## src/rtl/sensor_link_cfg.svh

```systemverilog
`ifndef SENSOR_LINK_CFG_SVH
`define SENSOR_LINK_CFG_SVH

// --------------------------------------------------
// Packet framing
// --------------------------------------------------

// Bytes in one packet, counting the header and the flags byte
`define SL_PACKET_BYTES 16

// First byte of every packet, used by the master to find the frame start
`define SL_HEADER_BYTE 8'hAA

// --------------------------------------------------
// Sensor side
// --------------------------------------------------

// Width of one signed sensor axis value
`define SL_SAMPLE_W 16

// Flop depth of the level-flag synchronizers in the clk domain
`define SL_SYNC_STAGES 2

`endif
```

## src/rtl/sensor_pkg.sv

```systemverilog
`include "sensor_link_cfg.svh"

package sensor_pkg;

    // --------------------------------------------------
    // Sensor data types
    // --------------------------------------------------

    // One axis of a quaternion or gyroscope reading, two's complement
    typedef logic signed [`SL_SAMPLE_W-1:0] sample_t;

    // Status flags as they appear in the low nibble of packet byte 15
    // The member order fixes the bit positions, so error is declared first
    // and lands in bit 3 while quat_valid lands in bit 0
    typedef struct packed {
        // Sensor controller reported a fault
        logic error;
        // Sensor finished its start-up sequence
        logic initialized;
        // A gyroscope sample arrived since the last transaction ended
        logic gyro_valid;
        // A quaternion sample arrived since the last transaction ended
        logic quat_valid;
    } status_flags_t;

endpackage

```

## src/rtl/sensor_snapshot.sv

```systemverilog
module sensor_snapshot
    import sensor_pkg::*;
(
    input  logic          clk,
    input  logic          cs_sel,
    input  logic          quat_latched,
    input  logic          gyro_latched,
    input  logic          sync_initialized,
    input  logic          sync_error,
    input  sample_t       cap_quat_w,
    input  sample_t       cap_quat_x,
    input  sample_t       cap_quat_y,
    input  sample_t       cap_quat_z,
    input  sample_t       cap_gyro_x,
    input  sample_t       cap_gyro_y,
    input  sample_t       cap_gyro_z,
    output sample_t       snap_quat_w = '0,
    output sample_t       snap_quat_x = '0,
    output sample_t       snap_quat_y = '0,
    output sample_t       snap_quat_z = '0,
    output sample_t       snap_gyro_x = '0,
    output sample_t       snap_gyro_y = '0,
    output sample_t       snap_gyro_z = '0,
    output status_flags_t snap_flags = '0
);

    // --------------------------------------------------
    // Snapshot registers
    // --------------------------------------------------

    // While the bus is idle the snapshot tracks the newest valid samples
    // Once cs_sel goes high every field holds until the transaction ends,
    // which keeps the sck-domain shifter reading stable values
    always_ff @(posedge clk) begin
        if (!cs_sel) begin
            // A group without a pending valid pulse keeps its older values,
            // so the master never sees samples the sensor did not mark valid
            if (quat_latched) begin
                snap_quat_w <= cap_quat_w;
                snap_quat_x <= cap_quat_x;
                snap_quat_y <= cap_quat_y;
                snap_quat_z <= cap_quat_z;
            end
            if (gyro_latched) begin
                snap_gyro_x <= cap_gyro_x;
                snap_gyro_y <= cap_gyro_y;
                snap_gyro_z <= cap_gyro_z;
            end
            // Flags follow their sources on every idle clk
            snap_flags.quat_valid <= quat_latched;
            snap_flags.gyro_valid <= gyro_latched;
            snap_flags.initialized <= sync_initialized;
            snap_flags.error <= sync_error;
        end
    end

endmodule

```

## config.mk

```make
export PLATFORM = sky130hd
export DESIGN_NAME = sensor_snapshot
export DESIGN_NICKNAME = d
export VERILOG_FILES = /design/src/rtl/sensor_pkg.sv /design/src/rtl/sensor_snapshot.sv
export VERILOG_INCLUDE_DIRS = /design/src /design/src/rtl
export SDC_FILE = /design/constraint.sdc
export NUM_CORES = 1
export LEC_CHECK = 0
export BUFFER_PORTS_ARGS = -buffer_cell sky130_fd_sc_hd__buf_2
export CAP_MARGIN = 25
export CORE_ASPECT_RATIO = 1.2
export CORE_MARGIN = 10
export CORE_UTILIZATION = 24
export DETAILED_ROUTE_END_ITERATION = 7
export SLEW_MARGIN = 30
export SYNTH_ARGS = -nofsm -noshare
export SYNTH_HDL_FRONTEND = slang
export SYNTH_SLANG_ARGS = --single-unit
```

## constraint.sdc

```tcl
create_clock -name clk -period 5.31 [get_ports clk]
set_input_delay 1.062 -clock clk [delete_from_list [all_inputs] [get_ports clk]]
set_output_delay 1.062 -clock clk [all_outputs]
set_load 0.005 [all_outputs]
```

==> results.py <==
metrics = {
    "run_status": {
        "outcome": "complete, no violations",
    },
    "sta": {
        "slew_headroom_pct": 53.5,
        "fin_crit_sh_pct": 43.5,
        "max_freq_mhz": 433,
        "worst_slew_pin_slew_ps": 696,
        "slew_violations": 0,
        "setup_violations": 0,
        "rsz0062_at_grt": "false",
        "setup_tns_ps": 0,
        "fin_crit_ps": 2310,
        "finalHoldViolCount": 0,
    },
    "routing": {
        "via_per_inst": 3.94,
        "wl_met2_mm": 4.63,
        "dr.pass1.iters": 4,
        "drc_errors": 0,
        "m1WireLength_mm": 3.54,
        "wl_mm": 10.4,
        "wl_met3_mm": 2.01,
        "wire_per_inst_um": 18.5,
        "ant_nets": 0,
        "vias": 2216,
        "drtIter0Drc": 52,
        "top_layer_used": "met5",
    },
    "floorplan": {
        "die_x_um": 130,
        "io_pins": 234,
        "rows": 48,
        "start_util_pct": 24.4,
        "core_um2": 14400,
        "die_y_um": 152,
        "die_area_um2": 19800,
    },
    "worst_setup_path": {
        "critical_path.endpoint_type": "register",
        "crit_end": "snap_quat_w[12]",
        "crit_required_ps": 5350,
        "cp.arrival_ps": 2350,
        "start_kind": "input pin",
        "critical_path.max_fanout": 41,
        "path_class": "input pin to register",
        "crit_start": "cs_sel",
    },
    "clocking": {
        "cts.clk_slew.worst_paths_ps": 50,
        "clock_sinks": 116,
        "cts_tree": "done",
        "cts_buffers": 17,
        "post_cts.repair.setup_buffers": 0,
        "cts_resized": 0,
        "clock_tree.root_cell": "clkbuf_16",
        "max-clock-path-buffers": 2,
        "h-tree-depth": 4,
        "holdBufCountCts": 0,
    },
    "placement": {
        "placed_cells": 529,
        "dp_hpwl_mm": 8.35,
        "port_buffers": 233,
        "gp_congestion": 0.762,
    },
    "global_routing": {
        "grt_pass1_vias": 2475,
        "track_usage_pct": 10.2,
        "antenna_found_initial": 5,
        "gr-total-overflow": 0,
        "grt_max_degree": 49,
        "grt_pass1_wl_mm": 14.7,
    },
    "logic_synthesis": {
        "syn-num-nets": 237,
        "ys_seq_elements": 116,
        "yosysUniqueCellTypes": 3,
        "syn_inst": 119,
        "yosys_warnings": 0,
        "yosysSeqAreaShare_pct": 99.5,
        "syn_avg_cell_area_um2": 29.4,
        "synth_area_um2": 3500,
    },
    "power_and_ir_drop": {
        "p_per_area_nw_per_um2": 425,
        "p_leak_nw": 2.32,
        "vdd_drop_max_uv": 221,
        "finalPower_mw": 2.33,
    },
    "final_layout": {
        "fill_cells": 1379,
        "syn_to_final_growth_pct": 56.9,
        "drive_above_1_share_pct": 68.4,
        "final_net_count": 491,
        "multi_input_area_um2": 27.5,
        "fin_util_pct": 38.3,
        "register_area_um2": 3480,
        "stdcell_count": 562,
    },
    "worst_hold_path": {
        "min_path_type": "input pin to register",
    },
    "flow_run": {
        "cap_violations": 0,
    },
}
flip-flops by register name (all words and copies together), names as in the netlist:
| signal | count |
|---|---|
| snap_flags | 4 |
| snap_gyro_x | 16 |
| snap_gyro_y | 16 |
| snap_gyro_z | 16 |
| snap_quat_w | 16 |
| snap_quat_x | 16 |
| snap_quat_y | 16 |
| snap_quat_z | 16 |
critical path, stage by stage:
cell     delay (ps)
buf_2           140
nor2b_4         560
buf_4           560
through the flow:
stage / hold slack (ps) / setup slack, ps / cell area (um^2)
after floorplan: 1160 / 891 / 3500
after global placement: 1240 / 2610 / 4910
after detailed placement: 1240 / 2520 / 4910
after CTS: 807 / 2960 / 5490
after global routing: 805 / 2880 / 5490
final: 827 / 3000 / 5490
worst min path at each step:
stage                        start              end  slack (ps)  depth (start not counted)
floorplan             quat_latched    snap_flags[0]        1160                          0
global placement    cap_gyro_x[11]  snap_gyro_x[11]        1240                          1
detailed placement  cap_gyro_y[10]  snap_gyro_y[10]        1240                          1
CTS                 cap_gyro_y[15]  snap_gyro_y[15]         810                          1
global route         cap_gyro_x[7]   snap_gyro_x[7]         800                          1
finish               cap_quat_x[2]   snap_quat_x[2]         830                          1
cells by family (layout without fill, tap and decap cells):
| logic type | after synthesis | after routing | synth area share, % |
|---|---|---|---|
| simple gates | 2 | 2 | 0.357 |
| flops | 116 | 116 | 99.5 |
| buf+inv | 1 | 268 | 0.107 |
| other cells | 0 | 1 | 0 |
metal layers:
metal,GRT usage [%],vias up
li1,-,1001
met1,9.94,1005
met2,15.1,182
met3,8.60,20
met4,4.67,8
met5,0,-
cells in the final DEF (no fill, tap or decap):
| cell type | netlist | final |
|---|---|---|
| clkinv_2 | 0 | 5 |
| clkinv_1 | 0 | 2 |
| clkbuf_16 | 0 | 17 |
| buf_4 | 0 | 2 |
| clkbuf_1 | 0 | 3 |
| diode_2 | 0 | 1 |
| nor2b_4 | 0 | 2 |
| bufinv_16 | 0 | 3 |
| buf_2 | 0 | 233 |
| edfxtp_1 | 116 | 116 |
| inv_1 | 1 | 1 |
| clkinvlp_4 | 0 | 2 |
layout make-up:
class / count / share of cell area, %
antenna: 1 / 0.0456
tap: 175 / 3.99
clock buffer: 20 / 7.95
clock inverter: 12 / 2.51
multi-input combinational: 2 / 0.501
inverter: 1 / 0.0684
timing repair buffer: 235 / 21.5
sequential: 116 / 63.4
synth_stat cells:
cell type | instances | area (um^2)
nor2b_1 | 2 | 12.5
inv_1 | 1 | 3.75
edfxtp_1 | 116 | 3480
report_power, final:
part | switching [mW] | total, mW | internal (mW)
Clock | 0.378 | 1.11 | 0.728
Sequential | 0.0143 | 1.09 | 1.08
Combinational | 0.0666 | 0.135 | 0.0688
No activity file was read; power rests on OpenSTA's default activity.
